<file path="config.mk">
export PLATFORM = sky130hd
export DESIGN_NAME = ifu_top
export DESIGN_NICKNAME = d
export VERILOG_FILES = /design/src/rtl/ifu_pkg.sv /design/src/rtl/fetch_unit.sv /design/src/rtl/inst_fifo.sv /design/src/rtl/issue_decode.sv /design/src/rtl/issue_result.sv /design/src/rtl/ifu_top.sv
export SDC_FILE = /design/constraint.sdc
export NUM_CORES = 2
export LEC_CHECK = 0
export BUFFER_PORTS_ARGS = -buffer_cell sky130_fd_sc_hd__buf_2
export CAP_MARGIN = 25
export CELL_PAD_IN_SITES_DETAIL_PLACEMENT = 0
export CELL_PAD_IN_SITES_GLOBAL_PLACEMENT = 1
export CORE_UTILIZATION = 51
export DETAILED_ROUTE_END_ITERATION = 8
export HOLD_SLACK_MARGIN = 0.02
export PLACE_DENSITY_LB_ADDON = 0.1
export SLEW_MARGIN = 10
export SYNTH_ARGS = -nofsm -noshare
export SYNTH_HDL_FRONTEND = slang
export SYNTH_SLANG_ARGS = --single-unit
</file>
<file path="constraint.sdc">
create_clock -name clk -period 9.7 [get_ports clk]
set_input_delay 0.97 -clock clk [delete_from_list [all_inputs] [get_ports clk]]
set_output_delay 0.97 -clock clk [all_outputs]
set_load 0.1 [all_outputs]
</file>
<file path="src/rtl/ifu_pkg.sv">
package ifu_pkg;

    localparam int FIFO_DEPTH = 16;   // instruction buffer entries
    localparam int PTR_W      = 4;    // buffer pointer and count width
    localparam int FULL_LEVEL = 12;   // room left for an in-flight pair plus one more
    localparam int XLEN       = 32;

    // major opcode field, instr[31:26]
    typedef enum logic [5:0] {
        OP_SPECIAL = 6'h00,
        OP_J       = 6'h02,
        OP_JAL     = 6'h03,
        OP_BEQ     = 6'h04,
        OP_BNE     = 6'h05,
        OP_ADDIU   = 6'h09,
        OP_LW      = 6'h23,
        OP_SW      = 6'h2b,
        OP_OTHER   = 6'h3f
    } opcode_t;

    // fetch exception per issued slot, refill wins over invalid
    typedef enum logic [1:0] {
        EXC_NONE        = 2'd0,
        EXC_TLB_REFILL  = 2'd1,
        EXC_TLB_INVALID = 2'd2
    } exc_t;

endpackage

</file>
<file path="src/rtl/fetch_unit.sv">
module fetch_unit (
    input  logic                     clk,
    input  logic                     fifo_rst,
    input  logic                     full,
    input  logic                     empty,
    input  logic                     redirect,
    input  logic [ifu_pkg::XLEN-1:0] redirect_pc,
    input  logic                     delay_owed,
    input  logic [ifu_pkg::XLEN-1:0] slot_pc,
    output logic                     imem_req,
    output logic [ifu_pkg::XLEN-1:0] imem_addr,
    output logic                     imem_single,
    input  logic [ifu_pkg::XLEN-1:0] imem_rdata1,
    input  logic [ifu_pkg::XLEN-1:0] imem_rdata2,
    input  logic                     imem_refill1,
    input  logic                     imem_refill2,
    input  logic                     imem_invalid1,
    input  logic                     imem_invalid2,
    output logic                     write_en1,
    output logic                     write_en2,
    output logic [ifu_pkg::XLEN-1:0] write_addr1,
    output logic [ifu_pkg::XLEN-1:0] write_addr2,
    output logic [ifu_pkg::XLEN-1:0] write_data1,
    output logic [ifu_pkg::XLEN-1:0] write_data2,
    output logic                     write_refill1,
    output logic                     write_refill2,
    output logic                     write_invalid1,
    output logic                     write_invalid2
);

    logic [ifu_pkg::XLEN-1:0] pc;
    logic [ifu_pkg::XLEN-1:0] resume_pc;   // redirect target parked behind a slot refetch
    logic                     resume;
    logic                     running;     // idle until the first redirect supplies a pc
    logic                     inf_valid;
    logic [ifu_pkg::XLEN-1:0] inf_addr;
    logic                     inf_single;
    logic                     refetch;

    assign refetch     = delay_owed && empty;   // owed slot not in the buffer
    assign imem_req    = running && !full;
    assign imem_addr   = pc;
    assign imem_single = pc[2] || resume;       // odd word, or the lone delay slot

    always_ff @(posedge clk) begin
        if (fifo_rst) begin
            running <= 1'b0;
            resume  <= 1'b0;
            pc      <= '0;
        end else if (redirect) begin
            running <= 1'b1;
            resume  <= refetch;
            pc      <= refetch ? slot_pc : redirect_pc;
        end else if (imem_req) begin
            resume <= 1'b0;
            if (resume)
                pc <= resume_pc;
            else
                pc <= pc + (pc[2] ? 32'd4 : 32'd8);
        end
    end

    always_ff @(posedge clk) begin
        if (redirect)
            resume_pc <= redirect_pc;
    end

    // one answer in flight at most, a redirect kills it
    always_ff @(posedge clk) begin
        if (fifo_rst)
            inf_valid <= 1'b0;
        else
            inf_valid <= imem_req && !redirect;
    end

    always_ff @(posedge clk) begin
        inf_addr   <= pc;
        inf_single <= imem_single;
    end

    assign write_en1      = inf_valid && !redirect;
    assign write_en2      = write_en1 && !inf_single;
    assign write_addr1    = inf_addr;
    assign write_addr2    = inf_addr + 32'd4;
    assign write_data1    = imem_rdata1;
    assign write_data2    = imem_rdata2;
    assign write_refill1  = imem_refill1;
    assign write_refill2  = imem_refill2;
    assign write_invalid1 = imem_invalid1;
    assign write_invalid2 = imem_invalid2;

    // a second word is written only for a pair that was asked for
    assert property (@(posedge clk) disable iff (fifo_rst)
        write_en2 |-> write_en1 && $past(imem_req && !imem_single));

endmodule

</file>
<file path="src/rtl/inst_fifo.sv">
module inst_fifo (
    input  logic                     clk,
    input  logic                     fifo_rst,
    input  logic                     redirect,
    input  logic                     delay_owed,
    input  logic                     write_en1,
    input  logic                     write_en2,
    input  logic [ifu_pkg::XLEN-1:0] write_addr1,
    input  logic [ifu_pkg::XLEN-1:0] write_addr2,
    input  logic [ifu_pkg::XLEN-1:0] write_data1,
    input  logic [ifu_pkg::XLEN-1:0] write_data2,
    input  logic                     write_refill1,
    input  logic                     write_refill2,
    input  logic                     write_invalid1,
    input  logic                     write_invalid2,
    input  logic                     read_en1,
    input  logic                     read_en2,
    output logic                     head_valid1,
    output logic                     head_valid2,
    output logic [ifu_pkg::XLEN-1:0] head_addr1,
    output logic [ifu_pkg::XLEN-1:0] head_addr2,
    output logic [ifu_pkg::XLEN-1:0] head_data1,
    output logic [ifu_pkg::XLEN-1:0] head_data2,
    output logic                     head_refill1,
    output logic                     head_refill2,
    output logic                     head_invalid1,
    output logic                     head_invalid2,
    output logic                     empty,
    output logic                     full
);

    logic [ifu_pkg::XLEN-1:0]  line_addr    [ifu_pkg::FIFO_DEPTH];
    logic [ifu_pkg::XLEN-1:0]  line_data    [ifu_pkg::FIFO_DEPTH];
    logic                      line_refill  [ifu_pkg::FIFO_DEPTH];
    logic                      line_invalid [ifu_pkg::FIFO_DEPTH];

    logic [ifu_pkg::PTR_W-1:0] wr_ptr;
    logic [ifu_pkg::PTR_W-1:0] rd_ptr;
    logic [ifu_pkg::PTR_W-1:0] count;
    logic [ifu_pkg::PTR_W-1:0] wr_next;
    logic [ifu_pkg::PTR_W-1:0] rd_next;
    logic [ifu_pkg::PTR_W-1:0] wr_num;
    logic [ifu_pkg::PTR_W-1:0] rd_num;

    // delay slot kept across a flush
    logic                      held_valid;
    logic [ifu_pkg::XLEN-1:0]  held_addr;
    logic [ifu_pkg::XLEN-1:0]  held_data;
    logic                      held_refill;
    logic                      held_invalid;

    assign empty   = (count == '0);
    assign full    = (count >= ifu_pkg::FULL_LEVEL);
    assign wr_next = wr_ptr + 1'b1;
    assign rd_next = rd_ptr + 1'b1;
    assign wr_num  = write_en1 + write_en2;
    assign rd_num  = held_valid ? '0 : read_en1 + read_en2;   // held slot leaves the ring alone

    // held slot sits alone at the head
    assign head_valid1   = held_valid || !empty;
    assign head_valid2   = !held_valid && (count[ifu_pkg::PTR_W-1:1] != '0);
    assign head_addr1    = held_valid ? held_addr : line_addr[rd_ptr];
    assign head_data1    = held_valid ? held_data : line_data[rd_ptr];
    assign head_refill1  = held_valid ? held_refill : line_refill[rd_ptr];
    assign head_invalid1 = held_valid ? held_invalid : line_invalid[rd_ptr];
    assign head_addr2    = line_addr[rd_next];
    assign head_data2    = line_data[rd_next];
    assign head_refill2  = line_refill[rd_next];
    assign head_invalid2 = line_invalid[rd_next];

    always_ff @(posedge clk) begin
        if (write_en1) begin
            line_addr[wr_ptr]    <= write_addr1;
            line_data[wr_ptr]    <= write_data1;
            line_refill[wr_ptr]  <= write_refill1;
            line_invalid[wr_ptr] <= write_invalid1;
        end
        if (write_en2) begin
            line_addr[wr_next]    <= write_addr2;
            line_data[wr_next]    <= write_data2;
            line_refill[wr_next]  <= write_refill2;
            line_invalid[wr_next] <= write_invalid2;
        end
    end

    always_ff @(posedge clk) begin
        if (fifo_rst) begin
            wr_ptr     <= '0;
            rd_ptr     <= '0;
            count      <= '0;
            held_valid <= 1'b0;
        end else if (redirect) begin
            wr_ptr     <= '0;
            rd_ptr     <= '0;
            count      <= '0;
            held_valid <= delay_owed && head_valid1;   // head is the owed slot
        end else begin
            wr_ptr <= wr_ptr + wr_num;
            rd_ptr <= rd_ptr + rd_num;
            count  <= count + wr_num - rd_num;
            if (held_valid && read_en1)
                held_valid <= 1'b0;
        end
    end

    always_ff @(posedge clk) begin
        if (redirect) begin
            held_addr    <= head_addr1;
            held_data    <= head_data1;
            held_refill  <= head_refill1;
            held_invalid <= head_invalid1;
        end
    end

    // the fetch side saw full low when it asked
    assert property (@(posedge clk) disable iff (fifo_rst)
        write_en1 |-> $past(!full));

    assert property (@(posedge clk) disable iff (fifo_rst)
        read_en2 |-> read_en1);

    assert property (@(posedge clk) disable iff (fifo_rst)
        read_en1 |-> !empty || held_valid);

endmodule

</file>
<file path="src/rtl/issue_decode.sv">
module issue_decode (
    input  logic                     clk,
    input  logic                     fifo_rst,
    input  logic                     redirect,
    input  logic                     issue_ready,
    input  logic                     head_valid1,
    input  logic                     head_valid2,
    input  logic [ifu_pkg::XLEN-1:0] head_addr1,
    input  logic [ifu_pkg::XLEN-1:0] head_addr2,
    input  logic [ifu_pkg::XLEN-1:0] head_data1,
    input  logic [ifu_pkg::XLEN-1:0] head_data2,
    input  logic                     head_refill1,
    input  logic                     head_refill2,
    input  logic                     head_invalid1,
    input  logic                     head_invalid2,
    output logic                     read_en1,
    output logic                     read_en2,
    output logic                     delay_owed,
    output logic [ifu_pkg::XLEN-1:0] slot_pc,
    output logic                     iss_valid1,
    output logic                     iss_valid2,
    output logic [ifu_pkg::XLEN-1:0] iss_pc1,
    output logic [ifu_pkg::XLEN-1:0] iss_pc2,
    output logic [ifu_pkg::XLEN-1:0] iss_instr1,
    output logic [ifu_pkg::XLEN-1:0] iss_instr2,
    output logic                     iss_refill1,
    output logic                     iss_refill2,
    output logic                     iss_invalid1,
    output logic                     iss_invalid2,
    output logic                     iss_delay1,
    output logic                     iss_branch1
);

    function automatic ifu_pkg::opcode_t decode_op(input logic [ifu_pkg::XLEN-1:0] instr);
        case (instr[31:26])
            6'h00:   decode_op = ifu_pkg::OP_SPECIAL;
            6'h02:   decode_op = ifu_pkg::OP_J;
            6'h03:   decode_op = ifu_pkg::OP_JAL;
            6'h04:   decode_op = ifu_pkg::OP_BEQ;
            6'h05:   decode_op = ifu_pkg::OP_BNE;
            6'h09:   decode_op = ifu_pkg::OP_ADDIU;
            6'h23:   decode_op = ifu_pkg::OP_LW;
            6'h2b:   decode_op = ifu_pkg::OP_SW;
            default: decode_op = ifu_pkg::OP_OTHER;
        endcase
    endfunction

    // written register, 0 when nothing is written
    function automatic logic [4:0] dest_of(input ifu_pkg::opcode_t op,
                                           input logic [ifu_pkg::XLEN-1:0] instr);
        case (op)
            ifu_pkg::OP_SPECIAL:           dest_of = instr[15:11];
            ifu_pkg::OP_ADDIU, ifu_pkg::OP_LW: dest_of = instr[20:16];
            ifu_pkg::OP_JAL:               dest_of = 5'd31;   // link register
            default:                       dest_of = 5'd0;
        endcase
    endfunction

    ifu_pkg::opcode_t op1;
    ifu_pkg::opcode_t op2;
    logic             br1;
    logic             br2;
    logic [4:0]       dest1;
    logic             uses_rs2;
    logic             uses_rt2;
    logic             raw_dep;
    logic             master_go;
    logic             slave_go;

    assign op1      = decode_op(head_data1);
    assign op2      = decode_op(head_data2);
    assign br1      = op1 inside {ifu_pkg::OP_J, ifu_pkg::OP_JAL, ifu_pkg::OP_BEQ, ifu_pkg::OP_BNE};
    assign br2      = op2 inside {ifu_pkg::OP_J, ifu_pkg::OP_JAL, ifu_pkg::OP_BEQ, ifu_pkg::OP_BNE};
    assign dest1    = dest_of(op1, head_data1);
    assign uses_rs2 = !(op2 inside {ifu_pkg::OP_J, ifu_pkg::OP_JAL});
    assign uses_rt2 = op2 inside {ifu_pkg::OP_SPECIAL, ifu_pkg::OP_SW, ifu_pkg::OP_OTHER};
    assign raw_dep  = (dest1 != 5'd0) && ((uses_rs2 && head_data2[25:21] == dest1) ||
                                          (uses_rt2 && head_data2[20:16] == dest1));

    // nothing issues in the redirect cycle, the head may be wrong path
    assign master_go = issue_ready && head_valid1 && !redirect;
    assign slave_go  = master_go && head_valid2 && !br1 && !br2 && !raw_dep && !delay_owed;

    assign read_en1     = master_go;
    assign read_en2     = slave_go;
    assign iss_valid1   = master_go;
    assign iss_valid2   = slave_go;
    assign iss_pc1      = head_addr1;
    assign iss_pc2      = head_addr2;
    assign iss_instr1   = head_data1;
    assign iss_instr2   = head_data2;
    assign iss_refill1  = head_refill1;
    assign iss_refill2  = head_refill2;
    assign iss_invalid1 = head_invalid1;
    assign iss_invalid2 = head_invalid2;
    assign iss_delay1   = delay_owed;   // master right after a branch
    assign iss_branch1  = br1;

    // owed until the next master goes, a redirect leaves it alone
    always_ff @(posedge clk) begin
        if (fifo_rst)
            delay_owed <= 1'b0;
        else if (master_go)
            delay_owed <= br1;
    end

    always_ff @(posedge clk) begin
        if (master_go && br1)
            slot_pc <= head_addr1 + 32'd4;
    end

endmodule

</file>
<file path="src/rtl/issue_result.sv">
module issue_result (
    input  logic                     clk,
    input  logic                     fifo_rst,
    input  logic                     iss_valid1,
    input  logic                     iss_valid2,
    input  logic [ifu_pkg::XLEN-1:0] iss_pc1,
    input  logic [ifu_pkg::XLEN-1:0] iss_pc2,
    input  logic [ifu_pkg::XLEN-1:0] iss_instr1,
    input  logic [ifu_pkg::XLEN-1:0] iss_instr2,
    input  logic                     iss_refill1,
    input  logic                     iss_refill2,
    input  logic                     iss_invalid1,
    input  logic                     iss_invalid2,
    input  logic                     iss_delay1,
    input  logic                     iss_branch1,
    output logic                     slot0_valid,
    output logic [ifu_pkg::XLEN-1:0] slot0_pc,
    output logic [ifu_pkg::XLEN-1:0] slot0_instr,
    output ifu_pkg::exc_t            slot0_exc,
    output logic                     slot0_delay,
    output logic                     slot1_valid,
    output logic [ifu_pkg::XLEN-1:0] slot1_pc,
    output logic [ifu_pkg::XLEN-1:0] slot1_instr,
    output ifu_pkg::exc_t            slot1_exc,
    output logic [31:0]              master_cnt,
    output logic [31:0]              slave_cnt
);

    function automatic ifu_pkg::exc_t exc_of(input logic refill, input logic invalid);
        if (refill)
            return ifu_pkg::EXC_TLB_REFILL;
        else if (invalid)
            return ifu_pkg::EXC_TLB_INVALID;
        else
            return ifu_pkg::EXC_NONE;
    endfunction

    logic last_branch;   // last issued master was a branch

    always_ff @(posedge clk) begin
        if (fifo_rst) begin
            slot0_valid <= 1'b0;
            slot1_valid <= 1'b0;
            master_cnt  <= '0;
            slave_cnt   <= '0;
            last_branch <= 1'b0;
        end else begin
            slot0_valid <= iss_valid1;
            slot1_valid <= iss_valid2;
            master_cnt  <= master_cnt + iss_valid1;
            slave_cnt   <= slave_cnt + iss_valid2;
            if (iss_valid1)
                last_branch <= iss_branch1;
        end
    end

    always_ff @(posedge clk) begin
        slot0_pc    <= iss_pc1;
        slot0_instr <= iss_instr1;
        slot0_exc   <= exc_of(iss_refill1, iss_invalid1);
        slot0_delay <= iss_delay1;
        slot1_pc    <= iss_pc2;
        slot1_instr <= iss_instr2;
        slot1_exc   <= exc_of(iss_refill2, iss_invalid2);
    end

    assert property (@(posedge clk) disable iff (fifo_rst)
        slot1_valid |-> slot0_valid);

    // a delay slot only ever follows a branch master, even across a flush
    assert property (@(posedge clk) disable iff (fifo_rst)
        iss_valid1 && iss_delay1 |-> last_branch);

endmodule

</file>
<file path="src/rtl/ifu_top.sv">
module ifu_top (
    input  logic                     clk,
    input  logic                     fifo_rst,
    input  logic                     issue_ready,
    input  logic                     redirect,
    input  logic [ifu_pkg::XLEN-1:0] redirect_pc,
    output logic                     imem_req,
    output logic [ifu_pkg::XLEN-1:0] imem_addr,
    output logic                     imem_single,
    input  logic [ifu_pkg::XLEN-1:0] imem_rdata1,
    input  logic [ifu_pkg::XLEN-1:0] imem_rdata2,
    input  logic                     imem_refill1,
    input  logic                     imem_refill2,
    input  logic                     imem_invalid1,
    input  logic                     imem_invalid2,
    output logic                     slot0_valid,
    output logic [ifu_pkg::XLEN-1:0] slot0_pc,
    output logic [ifu_pkg::XLEN-1:0] slot0_instr,
    output ifu_pkg::exc_t            slot0_exc,
    output logic                     slot0_delay,
    output logic                     slot1_valid,
    output logic [ifu_pkg::XLEN-1:0] slot1_pc,
    output logic [ifu_pkg::XLEN-1:0] slot1_instr,
    output ifu_pkg::exc_t            slot1_exc,
    output logic [31:0]              master_cnt,
    output logic [31:0]              slave_cnt
);

    // fetch to buffer
    logic                     write_en1, write_en2;
    logic [ifu_pkg::XLEN-1:0] write_addr1, write_addr2;
    logic [ifu_pkg::XLEN-1:0] write_data1, write_data2;
    logic                     write_refill1, write_refill2;
    logic                     write_invalid1, write_invalid2;
    logic                     empty, full;

    // buffer to decode
    logic                     head_valid1, head_valid2;
    logic [ifu_pkg::XLEN-1:0] head_addr1, head_addr2;
    logic [ifu_pkg::XLEN-1:0] head_data1, head_data2;
    logic                     head_refill1, head_refill2;
    logic                     head_invalid1, head_invalid2;
    logic                     read_en1, read_en2;
    logic                     delay_owed;
    logic [ifu_pkg::XLEN-1:0] slot_pc;

    // decode to result
    logic                     iss_valid1, iss_valid2;
    logic [ifu_pkg::XLEN-1:0] iss_pc1, iss_pc2;
    logic [ifu_pkg::XLEN-1:0] iss_instr1, iss_instr2;
    logic                     iss_refill1, iss_refill2;
    logic                     iss_invalid1, iss_invalid2;
    logic                     iss_delay1, iss_branch1;

    fetch_unit   u_fetch  (.*);
    inst_fifo    u_fifo   (.*);
    issue_decode u_decode (.*);
    issue_result u_result (.*);

endmodule

</file>
After elaboration in Yosys (flattened, before gate mapping)
Memories as Yosys holds them, arrays and structs flattened. A register that Yosys moved wholly into a read port is not among the register bits.
Cells that the tools add are included.
{"block": "totals", "regBits": 379, "inputBits": 104, "mem_bits_rw": 1056, "n_memories": 4, "latch_bits": 0, "output_inout_bits": 233, "word_cells": 147, "rom_bits": 0}
{"name": "u_fifo.line_addr", "depth": 16, "width": 32, "read_ports": 2, "rd_clocked_by_memory_dff": 2, "wr": 2, "line_no": "inst_fifo.sv:32", "rtl": "logic [ifu_pkg::XLEN-1:0] line_addr [ifu_pkg::FIFO_DEPTH];"}
{"name": "u_fifo.line_data", "depth": 16, "width": 32, "read_ports": 2, "rd_clocked_by_memory_dff": 1, "wr": 2, "line_no": "inst_fifo.sv:33", "rtl": "logic [ifu_pkg::XLEN-1:0] line_data [ifu_pkg::FIFO_DEPTH];"}
{"name": "u_fifo.line_invalid", "depth": 16, "width": 1, "read_ports": 2, "rd_clocked_by_memory_dff": 1, "wr": 2, "line_no": "inst_fifo.sv:35", "rtl": "logic line_invalid [ifu_pkg::FIFO_DEPTH];"}
{"name": "u_fifo.line_refill", "depth": 16, "width": 1, "read_ports": 2, "rd_clocked_by_memory_dff": 1, "wr": 2, "line_no": "inst_fifo.sv:34", "rtl": "logic line_refill [ifu_pkg::FIFO_DEPTH];"}
{"block": "classes", "reduce_logical": 47, "shift": 0, "bitwise": 0, "n_lt_le_gt_ge": 1, "n_mux": 27, "div": 0, "mul": 0, "eq_ne": 28, "add_sub_neg": 13}
{"operator": "$mux 32", "count": 6}
{"operator": "$pmux 6 s8", "count": 2}
{"operator": "$add 32x1->32", "count": 2}
{"operator": "$add 32x3->32 const B", "count": 2}
{"operator": "$eq 6x2->1 const B", "count": 8}
{"operator": "$eq 6x3->1 const B", "count": 8}
{"operator": "$eq 6x6->1 const B", "count": 7}
{"operator": "$add 32x32->32", "count": 1}
{"operator": "$logic_not 6->1", "count": 4}
{"operator": "$mux 4", "count": 6}
{"operator": "$logic_and 1x1->1", "count": 19}
{"operator": "$eq 6x4->1 const B", "count": 3}
{"operator": "$pmux 5 s3", "count": 1}
{"operator": "$add 4x4->4", "count": 3}
{"operator": "$eq 5x5->1", "count": 2}
{"operator": "$logic_not 1->1", "count": 10}
{"operator": "$mux 1", "count": 10}
{"operator": "$add 4x1->4 const B", "count": 2}
{"operator": "$reduce_bool 4->1", "count": 2}
{"operator": "$reduce_bool 2->1", "count": 3}
{"operator": "$reduce_bool 3->1", "count": 2}
{"operator": "$reduce_bool 5->1", "count": 1}
{"operator": "$add 1x1->2", "count": 2}
{"operator": "$ge 4x4->1 const B", "count": 1}
{"operator": "5 further kinds", "count": 9}

Logic depth before layout (Yosys ltp)
{"block": "depth", "word_depth": 17, "mapped_depth": 27, "ltp_nobuf": 20}

Cells and area by module
From an unflattened synthesis, not the netlist that was laid out.
{"block": "hier_totals", "hier_cells": 5332, "hier_area_um2": 78910.7}
{"mod": "inst_fifo", "n_inst": 1, "cells_each": 3963, "seq_area_each_um2": 33952.6, "area_each_um2": 64810.9}
{"mod": "issue_result", "n_inst": 1, "cells_each": 491, "seq_area_each_um2": 3983.8, "area_each_um2": 5813.1}
{"mod": "fetch_unit", "n_inst": 1, "cells_each": 584, "seq_area_each_um2": 2322.2, "area_each_um2": 5422.7}
{"mod": "issue_decode", "n_inst": 1, "cells_each": 294, "seq_area_each_um2": 980.9, "area_each_um2": 2864.0}

Worst setup path after synthesis
Ideal clock, no wire load.
{"block": "synth_timing", "path_type": "input to register", "from": "input redirect", "to": "memory u_fifo.line_addr[0][0] in the netlist's numbering (enable)", "path_slack_ps": 2656, "t_arrival_ps": 6463, "cell_stages": 5, "required_time_ps": 9119, "path_buffers": 2, "setup_time_ps": 581, "cell_sequence": "clkbuf_1 -> nand2b_1 -> or3_1 -> clkbuf_1 -> o21ai_0"}
{"item": "start, declared", "line_no": "ifu_top.sv:5", "rtl": "input logic redirect,"}
{"item": "end, declared", "line_no": "inst_fifo.sv:32"}

Final worst setup path
{"block": "layout_timing", "from": "register u_fifo.rd_ptr[1] in the netlist's numbering", "to": "register u_fifo.count[3] in the netlist's numbering"}
{"block": "layout_between", "elab_chain_cells": 16, "elab_cells_between_ends": 36, "classes_between": "add/sub: 3; eq/ne: 15; mux: 2; reduce/logical: 15; memory: 1"}
{"item": "start, declared", "line_no": "inst_fifo.sv:38", "rtl": "logic [ifu_pkg::PTR_W-1:0] rd_ptr;"}
{"item": "start signal, assigned", "line_no": "inst_fifo.sv:99", "rtl": "rd_ptr <= rd_ptr + rd_num;"}
{"item": "$add 4x1->4 *", "line_no": "inst_fifo.sv:55", "rtl": "assign rd_next = rd_ptr + 1'b1;"}
{"item": "$mem_v2 16x32 *"}
{"item": "$eq 6x6->1 (tied with other cells)", "line_no": "issue_decode.sv:35", "rtl": "case (instr[31:26])"}
{"item": "$pmux 6 s8", "line_no": "issue_decode.sv:35"}
{"item": "$eq 6x2->1", "line_no": "issue_decode.sv:73, issue_decode.sv:75"}
{"item": "$reduce_bool 2->1", "line_no": "issue_decode.sv:75", "rtl": "assign uses_rs2 = !(op2 inside {ifu_pkg::OP_J, ifu_pkg::OP_JAL});"}
{"item": "$logic_not 1->1", "line_no": "issue_decode.sv:75"}
{"item": "$logic_and 1x1->1", "line_no": "issue_decode.sv:77", "rtl": "assign raw_dep = (dest1 != 5'd0) && ((uses_rs2 && head_data2[25:21] == dest1) ||"}
{"item": "$logic_or 1x1->1", "line_no": "issue_decode.sv:77"}
{"item": "$logic_and 1x1->1", "line_no": "issue_decode.sv:77"}
{"item": "$logic_not 1->1", "line_no": "issue_decode.sv:82", "rtl": "assign slave_go = master_go && head_valid2 && !br1 && !br2 && !raw_dep && !delay_owed;"}
{"item": "$logic_and 1x1->1 * (2 in a row)", "line_no": "issue_decode.sv:82"}
{"item": "net iss_valid2", "line_no": "ifu_top.sv:48", "rtl": "logic iss_valid1, iss_valid2;"}
{"item": "$add 1x1->2 *", "line_no": "inst_fifo.sv:57", "rtl": "assign rd_num = held_valid ? '0 : read_en1 + read_en2;"}
{"item": "$mux 4 *", "line_no": "inst_fifo.sv:57"}
{"item": "$sub 4x4->4 *", "line_no": "inst_fifo.sv:100", "rtl": "count <= count + wr_num - rd_num;"}
{"item": "end signal, assigned", "line_no": "inst_fifo.sv:100"}
{"item": "end, declared", "line_no": "inst_fifo.sv:39", "rtl": "logic [ifu_pkg::PTR_W-1:0] count;"}
Mark *: on every way through the listed nets, which the timed path passes. The rest lies on a longest branch.
A chain may end at the register's enable or synchronous reset.

==> impl_results.html <==
<table>
<tr><th>Metric</th><th>Value</th></tr>
<tr><th colspan="2">Layout</th></tr>
<tr><td>Share of layout cells above drive strength 1</td><td>0.203</td></tr>
<tr><td>Multi-input combinational cell area</td><td>about 0.033 sq mm</td></tr>
<tr><td>Summed area of non-filler cells in the final layout</td><td>about 0.086 sq mm</td></tr>
<tr><td>Nets</td><td>between 6000 and 7000</td></tr>
<tr><td>Number of filler cells placed in the layout</td><td>about 12000</td></tr>
<tr><td>Area growth from synthesis to layout</td><td>11.2%</td></tr>
<tr><td>Sequential Area</td><td>roughly 0.041 sq mm</td></tr>
<tr><th colspan="2">Drt</th></tr>
<tr><td>Routed wire length</td><td>270 mm</td></tr>
<tr><td>Via count of the routed design</td><td>55400</td></tr>
<tr><td>Remaining number of nets flagged by the antenna check after routing</td><td>0</td></tr>
<tr><td>Post-route DRC</td><td>0</td></tr>
<tr><td>Iteration-0 DRC count of the detailed router</td><td>around 6900</td></tr>
<tr><td>Detailed-routing iteration count for the pre-antenna-repair pass</td><td>6</td></tr>
<tr><td>Average wire length per cell after detail routing</td><td>between 30 and 40 um</td></tr>
<tr><td>Vias per cell</td><td>between 6 and 7</td></tr>
<tr><th colspan="2">Outcome</th></tr>
<tr><td>Outcome</td><td>completed</td></tr>
<tr><th colspan="2">Die</th></tr>
<tr><td>Die area</td><td>0.152 sq mm</td></tr>
<tr><td>Initial Utilization</td><td>0.514</td></tr>
<tr><td>Core area</td><td>between 0.1 and 0.15 sq mm</td></tr>
<tr><td>Vertical die dimension</td><td>approximately 390 um</td></tr>
<tr><td>Number of rows in the core area</td><td>between 100 and 150</td></tr>
<tr><td>Die boundary width</td><td>slightly below 400 um</td></tr>
<tr><td>Ports placed on the boundary</td><td>approximately 340</td></tr>
<tr><th colspan="2">Logic synthesis</th></tr>
<tr><td>Number of enable-type register cells in the synthesized netlist</td><td>between 1000 and 1500</td></tr>
<tr><td>Primary flip-flop cell chosen by synthesis mapping</td><td>edfxtp_1</td></tr>
<tr><td>Top cells by area, synth</td><td>edfxtp_1 (46%), mux4_2 (16%), nand2_1 (11%)</td></tr>
<tr><td>Proportion of synthesized chip area in sequential cells</td><td>0.536</td></tr>
<tr><td>Dominant cell by count in the synthesized netlist</td><td>nand2_1</td></tr>
<tr><td>Yosys reg bits</td><td>roughly 1500</td></tr>
<tr><td>Average cell area after synthesis</td><td>11.6 sq um</td></tr>
<tr><td>Number of cells produced by synthesis</td><td>around 6600</td></tr>
<tr><td>Warnings from Yosys</td><td>0</td></tr>
<tr><td>Distinct cell type count of the synthesized netlist</td><td>between 70 and 80</td></tr>
<tr><td>Synthesized Nets</td><td>just under 7000</td></tr>
<tr><td>Share of Yosys cell area claimed by the top area cell type</td><td>0.463</td></tr>
<tr><td>Most numerous cell types in the synthesized netlist</td><td>nand2_1 (2182), edfxtp_1 (1186), mux4_2 (535), clkbuf_1 (406), nor2_1 (360)</td></tr>
<tr><td>Async set-reset flop share out of synthesis</td><td>0</td></tr>
<tr><td>Combined area of all synthesized cells</td><td>roughly 0.077 sq mm</td></tr>
<tr><td>Yosys top cell by area</td><td>edfxtp_1</td></tr>
<tr><th colspan="2">CTS</th></tr>
<tr><td>Number of setup buffers added after CTS</td><td>0</td></tr>
<tr><td>CTS resizes</td><td>0</td></tr>
<tr><td># H-tree levels</td><td>4</td></tr>
<tr><td>TritonCTS clock tree</td><td>done</td></tr>
<tr><td>Clock edge transition at the registers on the reported setup and hold paths</td><td>roughly 0.060 ns</td></tr>
<tr><td>Root buf cell</td><td>clkbuf_16</td></tr>
<tr><td>Clock latency on the worst-skew pair</td><td>around 0.8 ns</td></tr>
<tr><td>Num Clock Sinks</td><td>~1500</td></tr>
<tr><td>Hold_buf cts</td><td>0</td></tr>
<tr><td>Cts bufs inserted</td><td>163</td></tr>
<tr><td>Maximum clock path buffer count</td><td>3</td></tr>
<tr><th colspan="2">GRT</th></tr>
<tr><td>Number of global-route vias before repair</td><td>about 52000</td></tr>
<tr><td>Largest net degree at the start of global routing</td><td>roughly 150</td></tr>
<tr><td>First-pass GRT wire length</td><td>between 300 and 400 mm</td></tr>
<tr><td>Combined global-route utilization of all metal layers</td><td>0.351</td></tr>
<tr><td>Antenna violations before repair</td><td>20</td></tr>
<tr><td>Overflow left after global routing</td><td>0</td></tr>
<tr><th colspan="2">Worst setup path</th></tr>
<tr><td>Largest stage delay, worst path</td><td>around 0.77 ns</td></tr>
<tr><td>Setup crit end kind</td><td>flip-flop</td></tr>
<tr><td>Top cell by count, worst path</td><td>buf_4</td></tr>
<tr><td>CP Launch Type</td><td>flip-flop</td></tr>
<tr><td>Worst-path maximum fanout</td><td>32</td></tr>
<tr><td>Crit path arrival time</td><td>7.54 ns</td></tr>
<tr><td>WP data required</td><td>between 10 and 15 ns</td></tr>
<tr><td>Critical path class</td><td>reg -&gt; reg</td></tr>
<tr><td>Critical path origin</td><td>u_fifo.rd_ptr[1]$_SDFF_PP0_</td></tr>
<tr><td>Critical register-to-register path startpoint</td><td>u_fifo.rd_ptr[1]$_SDFF_PP0_</td></tr>
<tr><td>Slowest stage cell, crit path</td><td>dfxtp_4</td></tr>
<tr><td>Worst path cell trace</td><td>buf_4 -&gt; nand2_2 -&gt; buf_4 -&gt; o221ai_1 -&gt; o221a_4 -&gt; or2b_1 -&gt; mux2i_1 -&gt; nand3_1 -&gt; nand2_1 -&gt; o311ai_0 -&gt; nor4_1 -&gt; nor3_1 -&gt; buf_4 -&gt; ha_1 -&gt; nor2b_1 -&gt; fa_1 -&gt; inv_1 -&gt; ha_1 -&gt; a21o_1 -&gt; a21oi_1 -&gt; xnor2_1 -&gt; nor2_1</td></tr>
<tr><th colspan="2">Pwr</th></tr>
<tr><td>Sequential Power Share</td><td>0.485</td></tr>
<tr><td>Share of total power consumed by net switching</td><td>0.244</td></tr>
<tr><td>Internal power</td><td>10900 uW</td></tr>
<tr><td>Clock network fraction of design power</td><td>0.437</td></tr>
<tr><td>Pwr dens</td><td>168 mW/mm^2</td></tr>
<tr><td>Cell leakage power</td><td>just over 0.03 uW</td></tr>
<tr><td>Largest voltage drop on the vdd net</td><td>166 uV</td></tr>
<tr><td>Net switching power of the design</td><td>3520 uW</td></tr>
<tr><td>Share of total power in combinational logic</td><td>0.079</td></tr>
<tr><th colspan="2">Timing</th></tr>
<tr><td>Relative slew slack</td><td>0.208</td></tr>
<tr><td>Final number of max-transition violations</td><td>0</td></tr>
<tr><td>Sum of negative setup slack</td><td>0 ns</td></tr>
<tr><td>Crit path time final</td><td>just under 7 ns</td></tr>
<tr><td>Fmax</td><td>about 150 MHz</td></tr>
<tr><td>Final Hold Violating Endpoints</td><td>0</td></tr>
<tr><td>Final count of negative-setup-slack endpoints</td><td>0</td></tr>
<tr><td>Period utilisation layout</td><td>0.708</td></tr>
<tr><td>Post-Route Skew</td><td>about 0.028 ns</td></tr>
<tr><td>Unrepaired setup endpoints after global routing</td><td>no</td></tr>
<tr><td>Worst-margin pin slew</td><td>between 1 and 1.5 ns</td></tr>
<tr><th colspan="2">Run</th></tr>
<tr><td>Max-Cap Viols</td><td>0</td></tr>
<tr><th colspan="2">Placement</th></tr>
<tr><td>RD Place Congestion</td><td>a little under 0.9</td></tr>
<tr><td>Placed wire-length estimate after detailed placement</td><td>154 mm</td></tr>
<tr><td>Count of buffers from port buffering</td><td>between 300 and 400</td></tr>
<tr><td>Placed inst area</td><td>0.0801 sq mm</td></tr>
<tr><th colspan="2">Min path</th></tr>
<tr><td>Worst min path class</td><td>in -&gt; reg</td></tr>
<tr><td>Min-delay src</td><td>redirect_pc[27]</td></tr>
</table>
through the flow:
step | util | instances | total power (uW) | setup slack, ns | hold slack, ns
after floorplan | - | 6619 | 7960 | 2.66 | 0.373
after global placement | 0.534 | 8471 | 8210 | 2.85 | 0.400
after detailed placement | 0.535 | 8480 | 8230 | 2.90 | 0.398
after CTS | 0.571 | 8784 | 14400 | 2.89 | 0.322
after global routing | 0.571 | 8794 | 14800 | 2.52 | 0.339
final | 0.571 | 8795 | 14400 | 2.84 | 0.369
flip-flops by register name, summed over array words and instances, names as in the netlist, 32 cells and up:
name and flops:
u_fifo.line_addr 512, u_fifo.line_data 512, u_decode.slot_pc 32, u_fetch.imem_addr 32
u_fetch.resume_pc 32, u_fetch.write_addr1 32, u_fifo.held_addr 32, u_fifo.held_data 32
u_result.master_cnt 32, u_result.slave_cnt 32, u_result.slot0_instr 32, u_result.slot0_pc 32
u_result.slot1_instr 32, u_result.slot1_pc 32
logic make-up after synthesis:
kind of cell / Yosys count / share of synthesized area
adder cells (fa/ha/maj): 24 / 0.00429
flip-flops: 1467 / 0.536
AND/OR/NAND/NOR: 2785 / 0.143
multiplexers: 741 / 0.188
AO/OA/AOI/OAI: 449 / 0.0368
buffers and inverters: 678 / 0.0373
XOR/XNOR: 475 / 0.0541
power by group through the flow:
stage          sequential [uW]  clock, uW  combinational, uW
3_5_place_dp              7120          0               1120
6_report                  6980       6290               1130
2_1_floorplan             7320          0                645
4_1_cts                   6980       6340               1120
3_3_place_gp              7120          0               1090
5_1_grt                   6980       6580               1210
routing by layer:
layer	share of wire	track usage	vias to the layer above
met5	0.00050	0	-
met1	0.38	0.485	27700
met2	0.46	0.547	3603
li1	-	-	23500
met4	0.036	0.121	20
met3	0.12	0.0793	563
cells in the final DEF, fill, tap and decap left out, types with 12 or more instances in the layout:
cell	instances
or3_1	20
ha_1	19
clkbuf_8	21
and2_1	22
o221ai_1	50
nor3_1	19
mux2_2	29
a211oi_1	36
buf_2	336
and3_1	32
nor2_4	28
xnor2_1	231
a21o_1	12
nand3_1	62
clkinv_2	24
a221oi_1	14
clkinv_1	22
clkbuf_1	38
a21oi_1	90
nand4_1	20
mux2i_1	155
mux4_2	535
xor2_1	242
clkbuf_16	174
o21ai_0	174
edfxtp_1	1186
nand2_4	16
nand2_1	2165
nor2_1	332
mux4_1	21
nor2b_1	15
dfxtp_1	275
inv_1	46
buf_4	132
worst paths after layout:
path | endpoint | slack [ns] | depth (start not counted)
max reg2reg | u_fifo.count[3]$_SDFF_PP0_ | 2.84 | 22
max | u_fifo.count[3]$_SDFF_PP0_ | 2.84 | 22
min | u_fetch.resume_pc[27]$_DFFE_PP_ | 0.37 | 1
min reg2reg | u_fetch.write_addr1[13]$_DFF_P_ | 0.40 | 0
critical path: cells and delay by family, from the launching register on:
family	cells	cell delay, ns
AND/OR/NAND/NOR	8	1.89
buffers and inverters	4	1.35
adder cells (fa/ha/maj)	3	1.04
AO/OA/AOI/OAI	5	1.03
flip-flops	1	0.77
multiplexers	1	0.45
XOR/XNOR	1	0.13
area by class of cell:
class / instances / share of cell area
Timing Repair Buffer: 482 / 0.0345
Tap cell: 2016 / 0.0295
Clock buffer: 232 / 0.0558
Antenna cell: 3 / 0.0000877
Inverter: 49 / 0.00218
Multi-Input combinational cell: 4474 / 0.389
Sequential cell: 1467 / 0.482
Clock inverter: 72 / 0.00710
(Power assumes the default switching activity.)
